<file path="src/include/rv_settings.svh">
`ifndef RV_SETTINGS_SVH
`define RV_SETTINGS_SVH

// integer register and address width for rv32
`define RV_XLEN 32

// architectural register count, x0 included
`define RV_NUM_REGS 32

// bits needed to name one register
`define RV_REG_IDX_W 5

// fetch advances one word per cycle
`define RV_PC_STEP 32'd4

// address of the first fetch after reset
`define RV_RESET_PC 32'h0000_0000

`endif

</file>
<file path="src/hw/rv_regfile.sv">
`timescale 1ns/1ps

`include "rv_settings.svh"

module rv_regfile (
  input  logic                     clk,
  input  logic                     rst,
  input  logic                     we,
  input  logic [`RV_REG_IDX_W-1:0] rd,
  input  logic [`RV_XLEN-1:0]      rd_data,
  input  logic [`RV_REG_IDX_W-1:0] rs1,
  input  logic [`RV_REG_IDX_W-1:0] rs2,
  output logic [`RV_XLEN-1:0]      rs1_data,
  output logic [`RV_XLEN-1:0]      rs2_data
);

  // x1 .. x31, x0 has no storage
  logic [`RV_XLEN-1:0] regs [1:`RV_NUM_REGS-1];

  // async read, same-cycle write is not visible here
  assign rs1_data = (rs1 == '0) ? '0 : regs[rs1];
  assign rs2_data = (rs2 == '0) ? '0 : regs[rs2];

  always_ff @(posedge clk) begin
    if (rst) begin
      for (int i = 1; i < `RV_NUM_REGS; i++) begin
        regs[i] <= '0;
      end
    end else if (we) begin
      regs[rd] <= rd_data;
    end
  end

  // decode must have filtered out every x0 write
  a_no_x0_write: assert property (@(posedge clk) disable iff (rst) we |-> rd != '0)
    else $error("register file write to x0");

endmodule

</file>
<file path="config.mk">
export PLATFORM = sky130hd
export DESIGN_NAME = rv_regfile
export DESIGN_NICKNAME = d
export VERILOG_FILES = /design/src/hw/rv_regfile.sv
export VERILOG_INCLUDE_DIRS = /design/src /design/src/include
export SDC_FILE = /design/constraint.sdc
export NUM_CORES = 2
export LEC_CHECK = 0
export BUFFER_PORTS_ARGS = -buffer_cell sky130_fd_sc_hd__buf_2
export CORE_ASPECT_RATIO = 0.9
export CORE_MARGIN = 5
export CORE_UTILIZATION = 45
export DETAILED_ROUTE_END_ITERATION = 6
export GPL_ROUTABILITY_DRIVEN = 1
export GPL_TIMING_DRIVEN = 0
export SYNTH_ARGS = -nofsm -noshare
export SYNTH_HDL_FRONTEND = slang
export SYNTH_SLANG_ARGS = --single-unit
</file>
<file path="constraint.sdc">
create_clock -name clk -period 5.01 [get_ports clk]
set_clock_uncertainty 0.1 [all_clocks]
set_input_delay 0.7515 -clock clk [delete_from_list [all_inputs] [get_ports clk]]
set_output_delay 0.7515 -clock clk [all_outputs]
set_load 0.005 [all_outputs]
</file>
Yosys cells after proc, flatten, opt, wreduce, memory -nomap -nowiden:

Memories as Yosys holds them, arrays and structs flattened.
Index checks and enable logic that the tools add are counted.

* output and inout port bits: 64
* memories: 1
* latch bits: 0
* bits in read-only memories: 0
* logic and storage cells: 14
* memory bits (writable): 992
* flip-flop bits (word level): 0

* mux-type cells: 10
* bitwise gates (word level): 0
* div/mod/pow operators: 0
* multipliers: 0
* magnitude comparators: 0
* shifts and indexed selects: 0
* equal/unequal tests: 0
* reduce and logical (&&, ||, !) cells: 3
* $add $sub $neg: 0

Memory list
* regs: words 31, width 32, read ports 2, clocked after memory_dff 0, write ports 31, RTL line rv_regfile.sv:18 `` logic [`RV_XLEN-1:0] regs [1:`RV_NUM_REGS-1]; ``

Operator list (count)
* 2-to-1 mux 32 bit: 3
* OR reduction 32 bit: 1
* logical NOT 5 bit: 2
* 2-to-1 mux 1 bit: 6
* 2-to-1 mux 5 bit: 1

Depth between registers and ports, before layout:

* depth in word-level cells: 5
* depth in mapped cells: 9

Worst setup path after synthesis:

OpenSTA, ideal clock, no wires.

* kind: in2out
* from: input port rs1[1]
* to: output port rs1_data[10]
* arrival time: 2.367 ns
* buffers on the path: 2
* required time: 4.159 ns
* stages: 6
* slack: 1.791 ns
* cells stage by stage: buf_2 buf_2 mux4_2 mux4_2 o22ai_1 nor3_1

* cells in the longest elaborated chain, start to end: 2
* elaborated cells between the ends (all ways): 3

RTL lines
* from (decl): RTL line rv_regfile.sv:11 `` input logic [`RV_REG_IDX_W-1:0] rs1, ``
* memory (31 x 32 bit) or logical NOT 5 bit (tied branches)
* 2-to-1 mux 32 bit *: RTL line rv_regfile.sv:21 `assign rs1_data = (rs1 == '0) ? '0 : regs[rs1];`
* to (decl): RTL line rv_regfile.sv:13 `` output logic [`RV_XLEN-1:0] rs1_data, ``

Mark *: on every way between the ends. The rest lies on a longest branch, timed or not.

Final worst setup path:

* from: input port rs2[1]
* to: output port rs2_data[27]

* cells in the longest elaborated chain, start to end: 2
* elaborated cells between the ends (all ways): 3

RTL lines
* from (decl): RTL line rv_regfile.sv:12 `` input logic [`RV_REG_IDX_W-1:0] rs2, ``
* memory (31 x 32 bit) or logical NOT 5 bit (tied branches)
* 2-to-1 mux 32 bit *: RTL line rv_regfile.sv:22 `assign rs2_data = (rs2 == '0) ? '0 : regs[rs2];`
* to (decl): RTL line rv_regfile.sv:14 `` output logic [`RV_XLEN-1:0] rs2_data ``

Marks and branches as above.

==> summary.md <==
| Metric | Value |
|---|---|
| Number of flip-flops under the largest register name | `1024` |
| Pwr Density | `342.9 mW/mm²` |
| Adder-cell share of the synthesized area | `0%` |
| Syn Area/Cell | `15.45 µm²` |
| CTS Sinks | `1024` |
| Overall die width | `375.7 µm` |
| First-pass DRT Iterations | `6` |
| P&R area growth vs syn | `11.12%` |
| DR vias | `36266` |
| GRT Util Overall | `33.15%` |
| Top post-synthesis cells by area | `edfxtp_1 (57%), mux4_2 (19%), and2_1 (11%)` |
| Vias per cell | `6.721` |
| Num CTS Buffers | `107` |
| Compound-Gate Fraction of Synth Area | `3.689%` |
| Seq pwr share | `49.1%` |
| Max incr delay on CP | `1.06 ns` |
| Fin. max-slew vios | `0` |
| Tmin final | `5.275 ns` |
| Global route overflow | `0` |
| Cells after Synth | `3506` |
| Hold Vio Cnt, Final | `0` |
| Unrepaired setup endpoints after global routing | `false` |
| Crit path top cell by count | `buf_2` |
| Net Sw Power | `0.005422 W` |
| Final ANT Viol Nets | `0` |
| Placed instance area | `0.05674 mm²` |
| Critical Path RT | `4.16 ns` |
| Status | `complete, but fails checks` |
| Post-Synth XOR/XNOR Area | `0%` |
| Share of cells above drive strength 1 | `24.07%` |
| Failing checks | `negative setup slack` |
| Most instantiated cells after synthesis | `edfxtp_1 (1024), and2_1 (995), mux4_2 (466)` |
| Fillers | `10090` |
| Ys Warns | `0` |
| Setup Crit Path Kind | `in2out` |
| Peak VDD IR | `0.0002722 V` |
| Most common cell in the netlist | `edfxtp_1` |
| Critical path, cell by cell | `buf_2 > buf_2 > nor2b_1 > buf_1 > clkbuf_1 > a22o_1 > a2111oi_0 > nor3_1 > buf_2` |
| Reg clk slew, reported paths | `0.06 ns` |
| CP endpoint kind | `output port` |
| Biggest regs | `regs: 1024 flops` |
| Clk pwr share | `38.0%` |
| Root buf cell | `clkbuf_16` |
| Row Count | `120` |
| Largest register by flop count | `regs` |
| Chip height | `339.1 µm` |
| Critical Path Start Type | `input port` |
| Setup TNS | `-0.8972 ns` |
| Slew @ Worst Pin | `1.475 ns` |
| CP Max Fanout | `10` |
| Post-synthesis sequential area ratio | `56.77%` |
| Slowest cell on crit path | `clkbuf_1` |
| CP Buf/Inv Count | `5` |
| Setup-failing EPs final | `12` |
| DRC errors left | `0` |
| Top cell type's share of synthesized area | `56.77%` |
| Synthesized area | `0.05417 mm²` |
| Synth area leader | `edfxtp_1` |
| CTS tree | `yes` |
| Mux cell area share after synthesis | `23.02%` |
| Final Worst Setup Slack | `-0.2654 ns` |
| Post-route cell area | `0.06019 mm²` |
| Starting density of the core | `45.44%` |
| Final Wtd Congestion | `0.9881` |
| Post-Route WL | `214600 µm` |
| Switching Share | `26.27%` |
| Initial drt markers | `5978` |
| Number of antenna violations at the first check in global routing | `10` |
| Yosys reg bits | `1024` |
| Setup WS pre-CTS | `-1.021 ns` |
| Max-cap violations | `0` |
| Post-Synthesis Net Count | `3556` |
| Largest net degree at the start of global routing | `33` |
| Final #Nets | `3775` |
| Worst hold path class | `in2reg` |
| IO buf count | `109` |
| Register area | `0.03075 mm²` |
| Proportion of power drawn by combinational gates | `12.9%` |
| Post-synth EDFFs | `1024` |
| Ports | `114` |
| Asr flop ratio synth | `0%` |
| Wire per inst | `39.76 µm` |
| Delay-heaviest family, CP | `buffers and inverters` |
| Critical Path AT | `4.42 ns` |
| Hpwl dp | `148000 µm` |
| Core ar. | `0.1192 mm²` |
| Lkg Pwr | `20.48 nW` |
| Deepest clock path buffer count | `3` |
| Yosys cell types | `43` |
| Tot Pwr | `0.02064 W` |
| First-pass GRT wire length | `289900 µm` |
| Util after Layout | `50.49%` |
| Fin crit share | `105.3%` |
| Internal cell power | `0.01522 W` |
| Area of the multi-input gates | `0.02174 mm²` |
| Simple logic cell fraction of the synthesized area | `13.25%` |
| Vias in the first global route | `35440` |
| Full die area | `0.1274 mm²` |
| Post-CTS setup buffers | `0` |
| Largest family of logic cells by synthesized area | `multiplexers` |
| H-tree Lvls | `3` |
| Rel. slew slack | `1.680%` |
| Top_reg_cell synth | `edfxtp_1` |
| Fmax | `189.6 MHz` |
[cell families after synthesis]
kind of cell,Yosys count
AO/OA/AOI/OAI,262
buffers and inverters,388
flip-flops,1024
multiplexers,659
AND/OR/NAND/NOR,1173
[worst paths after layout]
check | start | to | slack [ns] | cells after the start
worst max-delay path | rs2[1] | rs2_data[27] | -0.27 | 9
worst min-delay path | rd_data[15] | regs[0][15]$_DFFE_PP_ | 0.17 | 1
[per-stage QoR]
stage          hold slack, ns  instances
2_1_floorplan          0.7504       3506
3_3_place_gp           0.9033       5201
3_5_place_dp           0.9024       5203
4_1_cts                0.1304       5391
5_1_grt                0.1565       5391
6_report               0.1697       5396
[area by class of cell]
| class | count | area share [%] |
|---|---|---|
| sequential | 1024 | 51.09 |
| multi-input combinational | 2094 | 36.13 |
| clock buffer | 134 | 4.759 |
| tap | 1586 | 3.297 |
| buffer | 382 | 3.002 |
| timing repair buffer | 113 | 0.9979 |
| clock inverter | 55 | 0.6860 |
| antenna | 5 | 0.02079 |
| inverter | 3 | 0.01871 |
[power groups by stage]
stage	Combinational (W)	Clock [W]	Sequential [W]
final	0.00266	0.00785	0.0101
after global routing	0.00270	0.00815	0.0102
after CTS	0.00258	0.00780	0.0101
after detailed placement	0.00257	0	0.0103
after global placement	0.00256	0	0.0103
after floorplan	0.00148	0	0.0102
[timing repair]
| item | 4_1_cts | 5_1_grt |
|---|---|---|
| hold buffers | 0 | 0 |
| hold endpoints to repair | 0 | 0 |
| resized for setup | 33 | 24 |
| endpoints found under the setup margin | 26 | 19 |
| gates cloned | 0 | 0 |
[metal layers]
layer  GRT usage, %  vias to the layer above  part of all wire (%)
met5              0                        -                0.0061
met4          14.43                        2                   5.3
met3          10.93                      504                    14
met2          47.96                     2908                    43
met1          46.05                    18780                    38
li1               -                    14072                     -
[cell usage in the layout (no fill, tap or decap), drive strengths merged, types with 43 or more instances in the layout]
master / n
mux4: 466
and2: 995
buf: 215
a22o: 51
a2111oi: 61
mux2i: 159
o22ai: 103
nor3: 54
clkbuf: 409
edfxtp: 1024
clkinv: 43
(Power assumes the default switching activity.)
