===== config.mk =====
export PLATFORM = sky130hd
export DESIGN_NAME = rv_bypass
export DESIGN_NICKNAME = d
export VERILOG_FILES = /design/src/hw/rv_isa_pkg.sv /design/src/hw/rv_bypass.sv
export VERILOG_INCLUDE_DIRS = /design/src /design/src/include
export SDC_FILE = /design/constraint.sdc
export NUM_CORES = 1
export LEC_CHECK = 0
export BUFFER_PORTS_ARGS = -buffer_cell sky130_fd_sc_hd__buf_2
export CAP_MARGIN = 20
export CORE_AREA = 2 2 136 138
export DETAILED_ROUTE_END_ITERATION = 8
export DIE_AREA = 0 0 138 140
export GPL_TIMING_DRIVEN = 0
export PLACE_DENSITY = 0.44
export SYNTH_ARGS = -nofsm -noshare
export SYNTH_HDL_FRONTEND = slang
export SYNTH_SLANG_ARGS = --single-unit

===== constraint.sdc =====
create_clock -name vclk -period 2.1
set_input_delay 0.21 -clock vclk [all_inputs]
set_output_delay 0.21 -clock vclk [all_outputs]
set_load 0.01 [all_outputs]

===== src/include/rv_settings.svh =====
`ifndef RV_SETTINGS_SVH
`define RV_SETTINGS_SVH

// integer register and address width for rv32
`define RV_XLEN 32

// architectural register count, x0 included
`define RV_NUM_REGS 32

// bits needed to name one register
`define RV_REG_IDX_W 5

// fetch advances one word per cycle
`define RV_PC_STEP 32'd4

// address of the first fetch after reset
`define RV_RESET_PC 32'h0000_0000

`endif


===== src/hw/rv_isa_pkg.sv =====
package rv_isa_pkg;

  `include "rv_settings.svh"

  // register value or byte address
  typedef logic [`RV_XLEN-1:0] word_t;

  // raw instruction word
  typedef logic [31:0] insn_t;

  // register index, x0 .. x31
  typedef logic [`RV_REG_IDX_W-1:0] reg_idx_t;

  // encoding fields
  typedef logic [6:0] opcode_t;
  typedef logic [2:0] funct3_t;
  typedef logic [6:0] funct7_t;

  // major opcodes, low two bits always 11
  localparam opcode_t op_lui     = 7'b01_101_11;
  localparam opcode_t op_auipc   = 7'b00_101_11;
  localparam opcode_t op_reg_imm = 7'b00_100_11;
  localparam opcode_t op_reg_reg = 7'b01_100_11;
  localparam opcode_t op_system  = 7'b11_100_11;

  // funct3 per alu operation
  // same values for the immediate and register forms
  localparam funct3_t f3_add_sub = 3'b000;
  localparam funct3_t f3_sll     = 3'b001;
  localparam funct3_t f3_slt     = 3'b010;
  localparam funct3_t f3_sltu    = 3'b011;
  localparam funct3_t f3_xor     = 3'b100;
  localparam funct3_t f3_srl_sra = 3'b101;
  localparam funct3_t f3_or      = 3'b110;
  localparam funct3_t f3_and     = 3'b111;

  // funct7 of the plain encodings
  localparam funct7_t f7_base = 7'b000_0000;

  // bit 30 set selects sub / sra
  localparam funct7_t f7_alt  = 7'b010_0000;

endpackage


===== src/hw/rv_bypass.sv =====
`timescale 1ns/1ps

`include "rv_settings.svh"

module rv_bypass
  import rv_isa_pkg::*;
(
  input  reg_idx_t d_rs1,
  input  reg_idx_t d_rs2,
  input  reg_idx_t x_rs1,
  input  reg_idx_t x_rs2,
  input  word_t    rf_rs1_data,
  input  word_t    rf_rs2_data,
  input  word_t    x_rs1_data,
  input  word_t    x_rs2_data,
  input  logic     m_we,
  input  reg_idx_t m_rd,
  input  word_t    m_data,
  input  logic     w_we,
  input  reg_idx_t w_rd,
  input  word_t    w_data,
  output word_t    d_rs1_fwd,
  output word_t    d_rs2_fwd,
  output word_t    x_op_a,
  output word_t    x_op_b
);

  // a stage supplies rs only if it really writes it
  // x0 writes are never flagged so x0 can't hit
  function automatic logic hits(logic we, reg_idx_t rd, reg_idx_t rs);
    return we && (rd == rs);
  endfunction

  // wd, writeback value beats the stale rf read
  assign d_rs1_fwd = hits(w_we, w_rd, d_rs1) ? w_data : rf_rs1_data;
  assign d_rs2_fwd = hits(w_we, w_rd, d_rs2) ? w_data : rf_rs2_data;

  // mx before wx, the younger producer wins
  // each operand chosen on its own
  assign x_op_a = hits(m_we, m_rd, x_rs1) ? m_data :
                  hits(w_we, w_rd, x_rs1) ? w_data : x_rs1_data;
  assign x_op_b = hits(m_we, m_rd, x_rs2) ? m_data :
                  hits(w_we, w_rd, x_rs2) ? w_data : x_rs2_data;

endmodule


# Word level (Yosys, flattened, before mapping)
# Index checks and enable logic that the tools add are counted.
[op_classes] n_eq_ne=6 mux=6 n_reduce_logical=6
[ops] operator="32-bit two-way mux" count=6
[ops] operator="5-bit equality test" count=6
[ops] operator="1-bit logical AND" count=6
[word_totals] register_bits=0 input_bits=224 output_inout_bits=128

# Depth between registers and ports, before layout
[depth] depth_word=4 depth_mapped=6 depth_no_buf=4

# Worst setup path before layout
# OpenSTA, ideal clock, no wires.
[synth_path] kind="input to output" start="input port m_rd[0]" end="output port x_op_a[10]" arrival_ns=1.399 t_required_ns=1.890 path_slack_ns=0.491 path_stages=6 path_buffers=2 cell_sequence="xnor2_1 nand4_1 or2_2 clkbuf_1 clkbuf_1 a31oi_1"
[synth_between] elab_chain_len=3
[synth_lines] element="start, declared" line="rv_bypass.sv:17" text="input reg_idx_t m_rd,"
[synth_lines] element="5-bit equality test" line="rv_bypass.sv:31" text="return we && (rd == rs);"
[synth_lines] element="1-bit logical AND" line="rv_bypass.sv:31"
[synth_lines] element="32-bit two-way mux" line="rv_bypass.sv:40" text="assign x_op_a = hits(m_we, m_rd, x_rs1) ? m_data :"
[synth_lines] element="end, declared" line="rv_bypass.sv:24" text="output word_t x_op_a,"
# No other way between the ends.

# Final worst setup path
[layout_path] start="input port w_rd[2]" end="output port x_op_b[20]"
[layout_between] elab_chain_len=4
[layout_lines] element="start, declared" line="rv_bypass.sv:20" text="input reg_idx_t w_rd,"
[layout_lines] element="5-bit equality test" line="rv_bypass.sv:31"
[layout_lines] element="1-bit logical AND" line="rv_bypass.sv:31"
[layout_lines] element="32-bit two-way mux" line="rv_bypass.sv:43" text="hits(w_we, w_rd, x_rs2) ? w_data : x_rs2_data;"
[layout_lines] element="32-bit two-way mux" line="rv_bypass.sv:42" text="assign x_op_b = hits(m_we, m_rd, x_rs2) ? m_data :"
[layout_lines] element="end, declared" line="rv_bypass.sv:25" text="output word_t x_op_b"
# No other way between the ends.

==> results.yml <==
setup_path:
  start_kind: "input pin"
  arrival_ns: 1.83
  worst_setup_path_end_kind: "output port"
  slowest_stage: "or3_1"
  cp_max_fo: 10
  cpMostUsedCell: "buf_2"
  path_class: "in2out"
  required_ns: 1.89
  cpPeakStageDelay_ns: 0.37
  cp_cell_sequence: "buf_2 -> xnor2_2 -> nand4_4 -> clkbuf_4 -> or3_1 -> a31oi_1 -> buf_2"
sta:
  fmax_mhz: 490.2
  slew_headroom_pct: 63.14
  slew_viol_final: 0
  finalHoldViolations: 0
  rsz0062_at_grt: "yes"
  setup_viol: 0
  fin_crit_ns: 2.040
  worst_pin_slew_ns: 0.5528
  finalCritPeriodShare_pct: 97.15
logic_synthesis:
  muxShareOfSynthArea_pct: 24.63
  syn_area_per_cell_um2: 6.475
  synthXorXnorAreaFrac_pct: 8.978
  syn_area_um2: 2927
  synthesis.nets: 676
  syn_inst: 452
  ys.warnings.count: 0
  ys_seq_area_share_pct: 0
  synth-compound-area-share_pct: 24.63
  synth_top_family_by_area: "simple AND/OR/NAND/NOR gates"
  synthSimpleGateAreaFrac_pct: 32.15
  ys_types: 20
  yosys.area_share.adder_pct: 0
worst_hold_path:
  hold_path.class: "in2out"
die:
  die-area_um2: 19320
  die_y_um: 140
  initial_core_util_pct: 16.46
  dieWidth_um: 138
  io_pins: 352
  core-area_um2: 17780
  rows: 49
drt:
  wl_per_cell_um: 20.24
  vias_per_cell: 4.840
  route.detailed.drc: 0
  first_iter_violations: 303
  ant_nets: 0
  via_count: 5034
  wl_um: 21050
  firstDrtPassIters: 5
placement:
  hpwlAfterDp_um: 16820
  numPortBuffers: 351
  globalplace.congestion: 0.8334
  place_inst: 1032
pwr:
  p_seq_share_pct: 0
  netSwitchingPower_uw: 624.2
  clockPowerShare_pct: 0
  share_comb_of_total_power_pct: 100.0
  intPower_uw: 521.5
  swShare_pct: 54.48
  power_density_nw_per_um2: 207.7
  ir_worst_vdd_v: 0.00007779
  p_leak_nw: 2.413
layout:
  nFlopsAndLatches: 0
  n_fill_cell: 1999
  drive_above_1_share_pct: 58.64
  syn2layout_area_growth_pct: 88.54
  regArea_um2: 0
  post-route-util_pct: 31.03
  nets: 1036
  clock_buffers: 0
  fin_cells: 1040
run:
  maxCapViolCount: 0
global_route:
  grt_pass1_vias: 5030
  grt.overflow.total: 0
  grt_max_degree: 11
  grt_antenna_before_repair: 1
  grt_pass1_wl_um: 30190
  grt_usage_pct: 19.56
run_status:
  status: "completed"
cts:
  ctsHoldBuffers: 0
power groups by stage:
stage,combinational (mW),clock (mW),sequential [mW]
detailed placement,1.05,0,0
finish,1.15,0.0000000637,0
floorplan,0.476,0,0
global placement,1.05,0,0
CTS,1.08,0,0
global route,1.24,0.0000000637,0
metal layers:
metal	wire length (um)	track usage (%)	vias to the layer above	share of wire, %
met3	1265	2.906	15	6.0
met2	10390	34.84	237	49
met1	9162	25.87	2345	44
met4	231	2.041	0	1.1
li1	-	-	2437	-
met5	0	0	-	0
final timing paths:
kind,from,endpoint,slack [ns],cells after the start
max,w_rd[2],x_op_b[20],0.06,7
min,rf_rs1_data[12],d_rs1_fwd[12],0.71,3
cells by family after synthesis:
logic type,count (synthesis)
simple gates,174
xor+xnor,30
mux,64
compound gates,128
buf+inv,56
worst max-delay path: cells and delay by family:
family | cells | cell delay [ns]
buffers and inverters | 3 | 0.59
AOI/OAI and AO/OA | 1 | 0.26
and+or+nand+nor | 2 | 0.58
xor gates and xnor gates | 1 | 0.19
per-stage QoR:
step | setup TNS [ns] | hold WS (ns) | total power [mW] | setup WS [ns] | instance area (um^2)
after CTS | -0.1673 | 0.7123 | 1.078 | -0.04946 | 5105
final | 0 | 0.7109 | 1.146 | 0.05992 | 5518
after detailed placement | -20.31 | 0.7113 | 1.047 | -0.4911 | 4970
after global placement | -19.77 | 0.7098 | 1.051 | -0.4900 | 4970
after floorplan | 0 | 0.5677 | 0.4755 | 0.4912 | 2927
after global routing | -0.05927 | 0.7217 | 1.243 | -0.01517 | 5518
final cells by class:
class                      count  area [um^2]  area share [%]
buffer                        54        380.4           6.893
timing repair buffer         360         1982           35.92
antenna                        1        2.502         0.04535
tap                          229        286.5           5.193
multi-input combinational    396         2867           51.95
synth_stat cells (all sizes together):
master   n  area (um^2)
nand2   34        127.6
nand4    4        37.53
xnor2   20        175.2
or2      2        12.51
nor4     2        12.51
nor3    64        320.3
buf     17        127.6
or3     64        400.4
or2b     2        17.52
o21ai   64        320.3
mux2    64        720.7
a31oi   64        400.4
clkbuf  39        153.9
xor2    10        87.58
and3     2        12.51
cell usage in the layout, fill, tap and decap left out, types with 3 or more instances in the layout:
master and count:
a31oi_1 57, a31oi_2 6, buf_12 5, buf_2 344, buf_4 11, buf_6 20, clkbuf_1 18, clkbuf_16 3
clkbuf_2 8, clkbuf_4 3, mux2_1 10, mux2_2 41, mux2_4 13, nand2_1 32, nor3_1 64, o21ai_0 63
or3_1 64, xnor2_1 12, xnor2_2 8, xor2_1 8
timing repair:
item | CTS | global route
gates cloned | 0 | 3
pin swaps | 4 | 8
setup endpoints to repair | 64 | 84
resized for setup | 30 | 75
buffers inserted | 5 | 1
(Power assumes the default switching activity.)
