==> src/include/rv_settings.svh <==
`ifndef RV_SETTINGS_SVH
`define RV_SETTINGS_SVH

// integer register and address width for rv32
`define RV_XLEN 32

// architectural register count, x0 included
`define RV_NUM_REGS 32

// bits needed to name one register
`define RV_REG_IDX_W 5

// fetch advances one word per cycle
`define RV_PC_STEP 32'd4

// address of the first fetch after reset
`define RV_RESET_PC 32'h0000_0000

`endif

==> src/hw/rv_isa_pkg.sv <==
package rv_isa_pkg;

  `include "rv_settings.svh"

  // register value or byte address
  typedef logic [`RV_XLEN-1:0] word_t;

  // raw instruction word
  typedef logic [31:0] insn_t;

  // register index, x0 .. x31
  typedef logic [`RV_REG_IDX_W-1:0] reg_idx_t;

  // encoding fields
  typedef logic [6:0] opcode_t;
  typedef logic [2:0] funct3_t;
  typedef logic [6:0] funct7_t;

  // major opcodes, low two bits always 11
  localparam opcode_t op_lui     = 7'b01_101_11;
  localparam opcode_t op_auipc   = 7'b00_101_11;
  localparam opcode_t op_reg_imm = 7'b00_100_11;
  localparam opcode_t op_reg_reg = 7'b01_100_11;
  localparam opcode_t op_system  = 7'b11_100_11;

  // funct3 per alu operation
  // same values for the immediate and register forms
  localparam funct3_t f3_add_sub = 3'b000;
  localparam funct3_t f3_sll     = 3'b001;
  localparam funct3_t f3_slt     = 3'b010;
  localparam funct3_t f3_sltu    = 3'b011;
  localparam funct3_t f3_xor     = 3'b100;
  localparam funct3_t f3_srl_sra = 3'b101;
  localparam funct3_t f3_or      = 3'b110;
  localparam funct3_t f3_and     = 3'b111;

  // funct7 of the plain encodings
  localparam funct7_t f7_base = 7'b000_0000;

  // bit 30 set selects sub / sra
  localparam funct7_t f7_alt  = 7'b010_0000;

endpackage

==> src/hw/rv_pipe_pkg.sv <==
package rv_pipe_pkg;

  // class of the cycle seen in writeback
  // compared against the expected trace
  typedef enum logic [2:0] {
    // never seen once the reset sequence has drained
    cycle_invalid  = 3'd0,
    // bubble left behind by reset
    cycle_reset    = 3'd1,
    // real instruction in writeback
    cycle_no_stall = 3'd2
  } cycle_status_e;

  // operation performed by the execute stage
  typedef enum logic [3:0] {
    // also used for auipc, with pc as operand a
    alu_add    = 4'd0,
    alu_sub    = 4'd1,
    // signed less-than, result 0 or 1
    alu_slt    = 4'd2,
    // unsigned less-than
    alu_sltu   = 4'd3,
    alu_xor    = 4'd4,
    alu_or     = 4'd5,
    alu_and    = 4'd6,
    // shifts use the low 5 bits of b only
    alu_sll    = 4'd7,
    alu_srl    = 4'd8,
    alu_sra    = 4'd9,
    // lui, b is the upper immediate
    alu_pass_b = 4'd10
  } alu_op_e;

endpackage

==> src/hw/rv_decoder.sv <==
`timescale 1ns/1ps

`include "rv_settings.svh"

module rv_decoder
  import rv_isa_pkg::*;
  import rv_pipe_pkg::*;
(
  input  insn_t    insn,
  output reg_idx_t rs1,
  output reg_idx_t rs2,
  output reg_idx_t rd,
  output word_t    imm,
  output alu_op_e  alu_op,
  output logic     use_imm,
  output logic     use_pc,
  output logic     zero_a,
  output logic     writes_rd,
  output logic     is_ecall
);

  opcode_t opcode;
  funct3_t funct3;
  funct7_t funct7;
  word_t   imm_i;
  word_t   imm_u;
  logic    supported;

  // funct3 to alu op, alt picks sub / sra
  function automatic alu_op_e op_from_funct3(funct3_t f3, logic alt);
    alu_op_e op;
    case (f3)
      f3_add_sub: op = alt ? alu_sub : alu_add;
      f3_sll:     op = alu_sll;
      f3_slt:     op = alu_slt;
      f3_sltu:    op = alu_sltu;
      f3_xor:     op = alu_xor;
      f3_srl_sra: op = alt ? alu_sra : alu_srl;
      f3_or:      op = alu_or;
      default:    op = alu_and;
    endcase
    return op;
  endfunction

  // fixed field positions, same for every format used here
  assign opcode = insn[6:0];
  assign rd     = insn[11:7];
  assign funct3 = insn[14:12];
  assign rs1    = insn[19:15];
  assign rs2    = insn[24:20];
  assign funct7 = insn[31:25];

  // i-type, sign bit is always insn[31]
  assign imm_i = {{(`RV_XLEN-12){insn[31]}}, insn[31:20]};
  // u-type, low 12 bits zero
  assign imm_u = {insn[31:12], 12'b0};

  always_comb begin
    imm       = imm_i;
    alu_op    = alu_add;
    use_imm   = 1'b0;
    use_pc    = 1'b0;
    zero_a    = 1'b0;
    supported = 1'b0;
    is_ecall  = 1'b0;
    case (opcode)
      op_lui: begin
        // a forced to zero so the rs1 field bits never matter
        imm       = imm_u;
        alu_op    = alu_pass_b;
        use_imm   = 1'b1;
        zero_a    = 1'b1;
        supported = 1'b1;
      end
      op_auipc: begin
        imm       = imm_u;
        use_imm   = 1'b1;
        use_pc    = 1'b1;
        supported = 1'b1;
      end
      op_reg_imm: begin
        use_imm = 1'b1;
        // only srai looks at the upper immediate bits
        alu_op  = op_from_funct3(funct3, funct3 == f3_srl_sra && funct7 == f7_alt);
        case (funct3)
          f3_sll:     supported = funct7 == f7_base;
          f3_srl_sra: supported = funct7 == f7_base || funct7 == f7_alt;
          default:    supported = 1'b1;
        endcase
      end
      op_reg_reg: begin
        alu_op    = op_from_funct3(funct3, funct7 == f7_alt);
        // alt encoding legal for sub and sra only, m extension not supported
        supported = funct7 == f7_base ||
                    (funct7 == f7_alt && (funct3 == f3_add_sub || funct3 == f3_srl_sra));
      end
      op_system: begin
        // ecall is all zero above the opcode
        is_ecall = insn[31:7] == '0;
      end
      default: begin
        // anything else retires as a no-op
        supported = 1'b0;
      end
    endcase
  end

  // sole place where x0 writes get dropped
  assign writes_rd = supported && (rd != '0);

endmodule

==> config.mk <==
export PLATFORM = sky130hd
export DESIGN_NAME = rv_decoder
export DESIGN_NICKNAME = d
export VERILOG_FILES = /design/src/hw/rv_isa_pkg.sv /design/src/hw/rv_pipe_pkg.sv /design/src/hw/rv_decoder.sv
export VERILOG_INCLUDE_DIRS = /design/src /design/src/include
export SDC_FILE = /design/constraint.sdc
export NUM_CORES = 1
export LEC_CHECK = 0
export ABC_AREA = 1
export BUFFER_PORTS_ARGS = -buffer_cell sky130_fd_sc_hd__buf_2
export CORE_ASPECT_RATIO = 1.4
export CORE_MARGIN = 2
export CORE_UTILIZATION = 36
export DETAILED_ROUTE_END_ITERATION = 8
export PLACE_DENSITY = 0.95
export RECOVER_POWER = 50
export SKIP_LAST_GASP = 1
export SLEW_MARGIN = 10
export SYNTH_ARGS = -nofsm -noshare
export SYNTH_HDL_FRONTEND = slang
export SYNTH_SLANG_ARGS = --single-unit
export TNS_END_PERCENT = 10
==> constraint.sdc <==
create_clock -name vclk -period 0.9
set_input_delay 0.045 -clock vclk [all_inputs]
set_output_delay 0.045 -clock vclk [all_outputs]
set_load 0.05 [all_outputs]
==> results of run 1 <==
==> per-stage QoR <==
stage               hold slack [ns]  setup TNS [ns]  std cells  setup WS, ns  instance area, sq um
floorplan                     0.154           -4.11        136        -0.186                   923
detailed placement            0.393           -8.70        261        -0.337                  1500
global placement              0.392           -8.25        261        -0.300                  1500
CTS                           0.393           -6.16        271        -0.185                  1920
==> synthesized netlist by cell type <==
| library cell | instances | area share |
|---|---|---|
| buf_8 | 1 | 0.019 |
| o21ai_1 | 1 | 0.0064 |
| buf_4 | 16 | 0.15 |
| nor3_4 | 1 | 0.021 |
| a21oi_1 | 2 | 0.013 |
| inv_1 | 25 | 0.12 |
| o21ai_0 | 2 | 0.013 |
| nor4_1 | 1 | 0.0080 |
| buf_12 | 1 | 0.026 |
| nor3_1 | 6 | 0.039 |
| o21a_1 | 1 | 0.0096 |
| nand3_1 | 3 | 0.019 |
| nand2_1 | 26 | 0.13 |
| nor2_2 | 4 | 0.032 |
| o31ai_1 | 1 | 0.0096 |
| nor2_4 | 1 | 0.014 |
| nand2_4 | 2 | 0.029 |
| o211ai_1 | 1 | 0.0096 |
| a21oi_2 | 1 | 0.011 |
| nor2_1 | 19 | 0.091 |
| nand4_1 | 2 | 0.016 |
| nand3b_1 | 1 | 0.0096 |
| nor3b_2 | 1 | 0.016 |
| inv_4 | 1 | 0.0080 |
| buf_6 | 2 | 0.029 |
| o21ai_2 | 13 | 0.15 |
| inv_2 | 1 | 0.0048 |
==> cells by family after synthesis <==
| kind of cell | share of synthesized area |
|---|---|
| compound gates | 0.218 |
| buf+inv | 0.361 |
| simple gates | 0.421 |
==> repair_timing <==
action	4_1_cts
pin swaps	14
setup endpoints to repair	40
gates resized for setup	100
cloned	3
buffers inserted	7
==> flow_metrics.env, run 1 <==
export IMPL_place_congestion=0.817
export IMPL_avgSynthCellArea_sq_um=5.73
export IMPL_syn_area_sq_um=779
export IMPL_worst_ep_kind="primary output"
export IMPL_stop_error="[ERROR DPL-0038] Utilization greater than 100%, impossible to legalize"
export IMPL_stop_stage="global routing"
export IMPL_yosysWarnings=0
export IMPL_syn_nets=168
export IMPL_portBuffers=88
export IMPL_die_y_um=59.1
export IMPL_fp_dieW_um=43.3
export IMPL_grt_max_degree=11
export IMPL_synth_cell_types=27
export IMPL_grt_worst_setup_endpoint="imm[12]"
export IMPL_initial_core_util=0.390
export IMPL_ys_seq_area_frac=0
export IMPL_syn_inst=136
export IMPL_status="aborted with a tool error"
export IMPL_postCtsHoldBufs=0
export IMPL_io_pins=88
export IMPL_dp_hpwl_um=2560
export IMPL_rows=19
==> run 2, diff against run 1 <==
--- a/config.mk
+++ b/config.mk
@@ -8,11 +8,10 @@
 export LEC_CHECK = 0
 export ABC_AREA = 1
 export BUFFER_PORTS_ARGS = -buffer_cell sky130_fd_sc_hd__buf_2
-export CORE_ASPECT_RATIO = 1.4
-export CORE_MARGIN = 2
-export CORE_UTILIZATION = 36
+export CORE_AREA = 2 2 63 65
 export DETAILED_ROUTE_END_ITERATION = 8
-export PLACE_DENSITY = 0.95
+export DIE_AREA = 0 0 65 67
+export PLACE_DENSITY_LB_ADDON = 0.15
 export RECOVER_POWER = 50
 export SKIP_LAST_GASP = 1
 export SLEW_MARGIN = 10
==> run 2 against run 1 <==
The flow now finishes, with violations (setup timing). Area after synthesis unchanged. Synthesized cell count unchanged.
==> flow_metrics.env, run 2 <==
export IMPL_status="complete, but fails checks"
export IMPL_violations="setup timing"
export IMPL_yosysTopAreaCell="buf_4"
export IMPL_tightest_slew_ns=0.598
export IMPL_drt_iter0_drc=22
export IMPL_overflow=0
export IMPL_synth_cell_types=27
export IMPL_fp_dieW_um=65
export IMPL_place_congestion=0.714
export IMPL_syn_inst=136
export IMPL_stdcell_area_sq_mm=0.00197
export IMPL_wl_per_cell_um=10.3
export IMPL_p_per_area_mw_per_mm2=585
export IMPL_synth_area_top_cells="buf_4 (15%), o21ai_2 (15%), nand2_1 (13%)"
export IMPL_cap_violations=0
export IMPL_layout_nets=281
export IMPL_syn_nets=168
export IMPL_portBuffers=88
export IMPL_postLayoutCoreUtil=0.547
export IMPL_mostFrequentLayoutCells="buf_2 (41), buf_4 (40), buf_6 (32)"
export IMPL_critPathLaunchType="input pin"
export IMPL_post_route_period_util=1.25
export IMPL_grt_max_degree=10
export IMPL_drc=0
export IMPL_grt_antenna_before_repair=0
export IMPL_grt_pass1_vias=1060
export IMPL_initial_core_util=0.216
export IMPL_rsz0062_at_grt="yes"
export IMPL_yosysWarnings=0
export IMPL_cp_data_arrival_time_ns=1.08
export IMPL_seq_cells=0
export IMPL_dieArea_sq_mm=0.00436
export IMPL_period_minus_slack_ns=1.12
export IMPL_diodes=0
export IMPL_io_pins=88
export IMPL_drtAntennaViolNets=0
export IMPL_die_y_um=67
export IMPL_dp_hpwl_um=2340
export IMPL_vias=1215
export IMPL_setup_viol=40
export IMPL_hold_viol_final=0
export IMPL_seqCellArea_sq_um=0
export IMPL_rows=22
export IMPL_end_kind="output port"
export IMPL_grt_pass1_wl_um=4750
export IMPL_synthTopCellsByCount="nand2_1 (26), inv_1 (25), nor2_1 (19)"
export IMPL_path_class="input pin to output port"
export IMPL_routed_wl_um=3040
export IMPL_post_dp_cell_area_sq_mm=0.00158
export IMPL_n_clock_buffer=0
export IMPL_routed_via_density=4.12
export IMPL_ys_seq_area_frac=0
export IMPL_required_ns=0.85
export IMPL_min_path_type="input pin to output port"
export IMPL_p_leak_nw=1.02
export IMPL_max_freq_ghz=0.892
export IMPL_irDropWorstVdd_mv=0.198
export IMPL_path_max_fanout=5
export IMPL_worst_slack_ns=-0.221
export IMPL_drive_gt1_frac=0.745
export IMPL_syn2layout_area_growth_pct=153
export IMPL_core_area_sq_mm=0.00361
export IMPL_firstDrtPassIters=4
export IMPL_avgSynthCellArea_sq_um=5.73
export IMPL_drv_slew=0
export IMPL_final_common_cell="buf_2"
export IMPL_grt_usage=0.134
export IMPL_syn_area_sq_um=779
export IMPL_yosysMostFrequentCell="nand2_1"
export IMPL_yosysTopAreaCellShare=0.154
export IMPL_slew_headroom=0.603
[run 2: cell families after synthesis]
group                  count (synthesis)  share of synthesized area
and+or+nand+nor                       67                      0.421
AOI/OAI and AO/OA                     22                      0.218
buffers and inverters                 47                      0.361
[run 2: final timing paths]
path | from | to | slack (ns) | depth (start not counted)
worst max-delay path | insn[3] | imm[20] | -0.22 | 7
worst min-delay path | insn[19] | rs1[4] | 0.42 | 2
[run 2: repair_timing]
action / CTS / global route
pin swaps: 13 / 6
hold buffers: 0 / 0
gates cloned: 1 / 0
setup endpoints to repair: 40 / 40
resized for setup: 82 / 8
buffers inserted: 5 / 1
[run 2: report_power, final]
group / switching [W] / internal (W) / leakage, nW / total (W)
clock network: 0 / 0 / 0 / 0
logic: 0.000723 / 0.000430 / 1.02 / 0.00115
registers: 0 / 0 / 0 / 0
[run 2: final cells by class]
| cell class | instances | area (sq um) |
|---|---|---|
| Fill cell | 360 | 1630 |
| Timing Repair Buffer | 131 | 1090 |
| Multi-Input combinational cell | 89 | 709 |
| Inverter | 27 | 109 |
| Tap cell | 48 | 60.1 |
[run 2: per-layer routing]
layer  wire length, um  vias up  global-route usage
met4                 0        0                   0
met1              1310      526               0.174
met5                 0        -                   0
li1                  -      633                   -
met2              1470       56               0.254
met3               259        0              0.0135
[run 2: metrics by stage]
step                setup slack (ns)  hold slack, ns  power [W]  std cells  setup TNS, ns
floorplan                     -0.186           0.154   0.000699        136          -4.11
global placement              -0.314           0.392   0.000974        288          -9.76
detailed placement            -0.327           0.392   0.000974        288          -9.83
CTS                           -0.215           0.393    0.00114        294          -7.82
global route                  -0.282           0.436    0.00121        295          -9.74
finish                        -0.221           0.425    0.00115        295          -7.23
[run 2: critical path: stages]
cell and delay, ns:
buf_8 0.10, nor3_4 0.22, nand2_4 0.12, buf_12 0.16, buf_12 0.13, o21ai_4 0.14, buf_8 0.16
No activity file was read; power rests on OpenSTA's default activity.
==> run 3, diff against run 2 <==
--- a/config.mk
+++ b/config.mk
@@ -7,10 +7,10 @@
 export NUM_CORES = 1
 export LEC_CHECK = 0
 export ABC_AREA = 1
-export BUFFER_PORTS_ARGS = -buffer_cell sky130_fd_sc_hd__buf_2
 export CORE_AREA = 2 2 63 65
 export DETAILED_ROUTE_END_ITERATION = 8
 export DIE_AREA = 0 0 65 67
+export DONT_BUFFER_PORTS = 1
 export PLACE_DENSITY_LB_ADDON = 0.15
 export RECOVER_POWER = 50
 export SKIP_LAST_GASP = 1
==> run 3 against run 2 <==
The flow still finishes with violations (setup timing). Routed wire length decreased by 7.7%. Combinational power decreased by 16%. Fmax increased by 12%. First-iteration DRC count decreased by 18%. Total power decreased by 16%. Largest power group unchanged.
==> flow_metrics.env, run 3 (synthesis results as in run 2) <==
export IMPL_p_per_area_mw_per_mm2=519
export IMPL_tightest_slew_ns=0.314
export IMPL_slew_headroom=0.788
export IMPL_max_freq_ghz=1.00
export IMPL_period_minus_slack_ns=0.997
export IMPL_path_max_fanout=10
export IMPL_path_buf_inv=2
export IMPL_grt_antenna_before_repair=0
export IMPL_drc=0
export IMPL_critPathSlowestCell="buf_4"
export IMPL_io_pins=88
export IMPL_hold_viol_final=0
export IMPL_slowest_delay_ns=0.19
export IMPL_n_clock_buffer=0
export IMPL_rows=22
export IMPL_post_route_period_util=1.11
export IMPL_min_path_type="input pin to output port"
export IMPL_mostFrequentLayoutCells="buf_12 (40), buf_4 (27), nand2_1 (19)"
export IMPL_worstPathCellList="nand2_2, nor3_4, nand2_4, buf_4, o21ai_2, buf_12"
export IMPL_routed_via_density=4.26
export IMPL_portBuffers=0
export IMPL_wl_per_cell_um=12.1
export IMPL_irDropWorstVdd_mv=0.163
export IMPL_critPathLaunchType="input pin"
export IMPL_drt_met1_wl_um=1080
export IMPL_seqCellArea_sq_um=0
export IMPL_final_cells=231
export IMPL_p_leak_nw=0.850
export IMPL_grt_usage=0.124
export IMPL_rsz0062_at_grt="yes"
export IMPL_dr_wl_met2_um=1450
export IMPL_cp_top_family="simple AND/OR/NAND/NOR gates"
export IMPL_pre_cts_ws_ns=-0.161
export IMPL_layout_nets=217
export IMPL_place_congestion=0.821
export IMPL_grt_pass1_vias=947
export IMPL_drv_slew=0
export IMPL_placed_cells_incl_taps=227
export IMPL_drive_gt1_frac=0.716
export IMPL_vias=985
export IMPL_initial_core_util=0.216
export IMPL_end_kind="output port"
export IMPL_worst_slack_ns=-0.0971
export IMPL_dieArea_sq_mm=0.00436
export IMPL_drtAntennaViolNets=0
export IMPL_violations="setup timing"
export IMPL_overflow=0
export IMPL_syn2layout_area_growth_pct=140
export IMPL_diodes=0
export IMPL_grt_pass1_wl_um=4350
export IMPL_firstDrtPassIters=5
export IMPL_core_area_sq_mm=0.00361
export IMPL_required_ns=0.85
export IMPL_setup_viol=34
export IMPL_final_common_cell="buf_12"
export IMPL_path_class="input pin to output port"
export IMPL_routed_wl_um=2810
export IMPL_cp_data_arrival_time_ns=0.95
export IMPL_drt_iter0_drc=18
export IMPL_dp_hpwl_um=2500
export IMPL_fillCellCount=341
export IMPL_seq_cells=0
export IMPL_status="complete, but fails checks"
export IMPL_top_layer_used="met4"
export IMPL_die_y_um=67
export IMPL_fp_dieW_um=65
export IMPL_grt_max_degree=11
export IMPL_cap_violations=0
export IMPL_wl_met3_um=264
## run 3: cell types whose count changed in the layout (fill, tap and decap cells not counted), moves of 8 or more
cell / previous run / this run
buf_12: 6 / 40
buf_2: 41 / 0
buf_4: 40 / 27
buf_6: 32 / 0
clkbuf_1: 8 / 0
## run 3: final cells by class
class / instances / area [sq um] / area share
Inverter: 27 / 121 / 0.0650
Multi-Input combinational cell: 89 / 683 / 0.366
Tap cell: 48 / 60.1 / 0.0322
Timing Repair Buffer: 67 / 1000 / 0.537
## run 3: worst paths after layout
kind	to	cells past startpoint	slack (ns)	startpoint
max	imm[24]	6	-0.1	insn[1]
min	rs1[3]	0	0.09	insn[18]
## run 3: power by group
group	leakage, nW	internal, W	switching [W]
logic	0.850	0.000442	0.000527
registers	0	0	0
clock network	0	0	0
## run 3: through the flow
step	area [sq um]	total power (W)	hold slack, ns	utilization	TNS [ns]
after floorplan	923	0.000699	0.154	-	-4.11
after global placement	1780	0.000946	0.0904	0.493	-3.40
after detailed placement	1780	0.000957	0.0904	0.493	-4.52
after CTS	1870	0.000979	0.0904	0.518	-2.89
after global routing	1870	0.00101	0.0901	0.518	-4.76
final	1870	0.000970	0.0900	0.518	-2.37
## run 3: timing repair
item	CTS	global route
hold buffers	0	0
setup buffers	4	0
setup endpoints to repair	37	35
pin swaps	12	0
gates resized for setup	22	0
## run 3: routing by layer
layer,up-vias,GRT usage
met3,4,0.0220
met1,425,0.142
li1,502,-
met4,0,0.00532
met5,-,0
met2,54,0.247
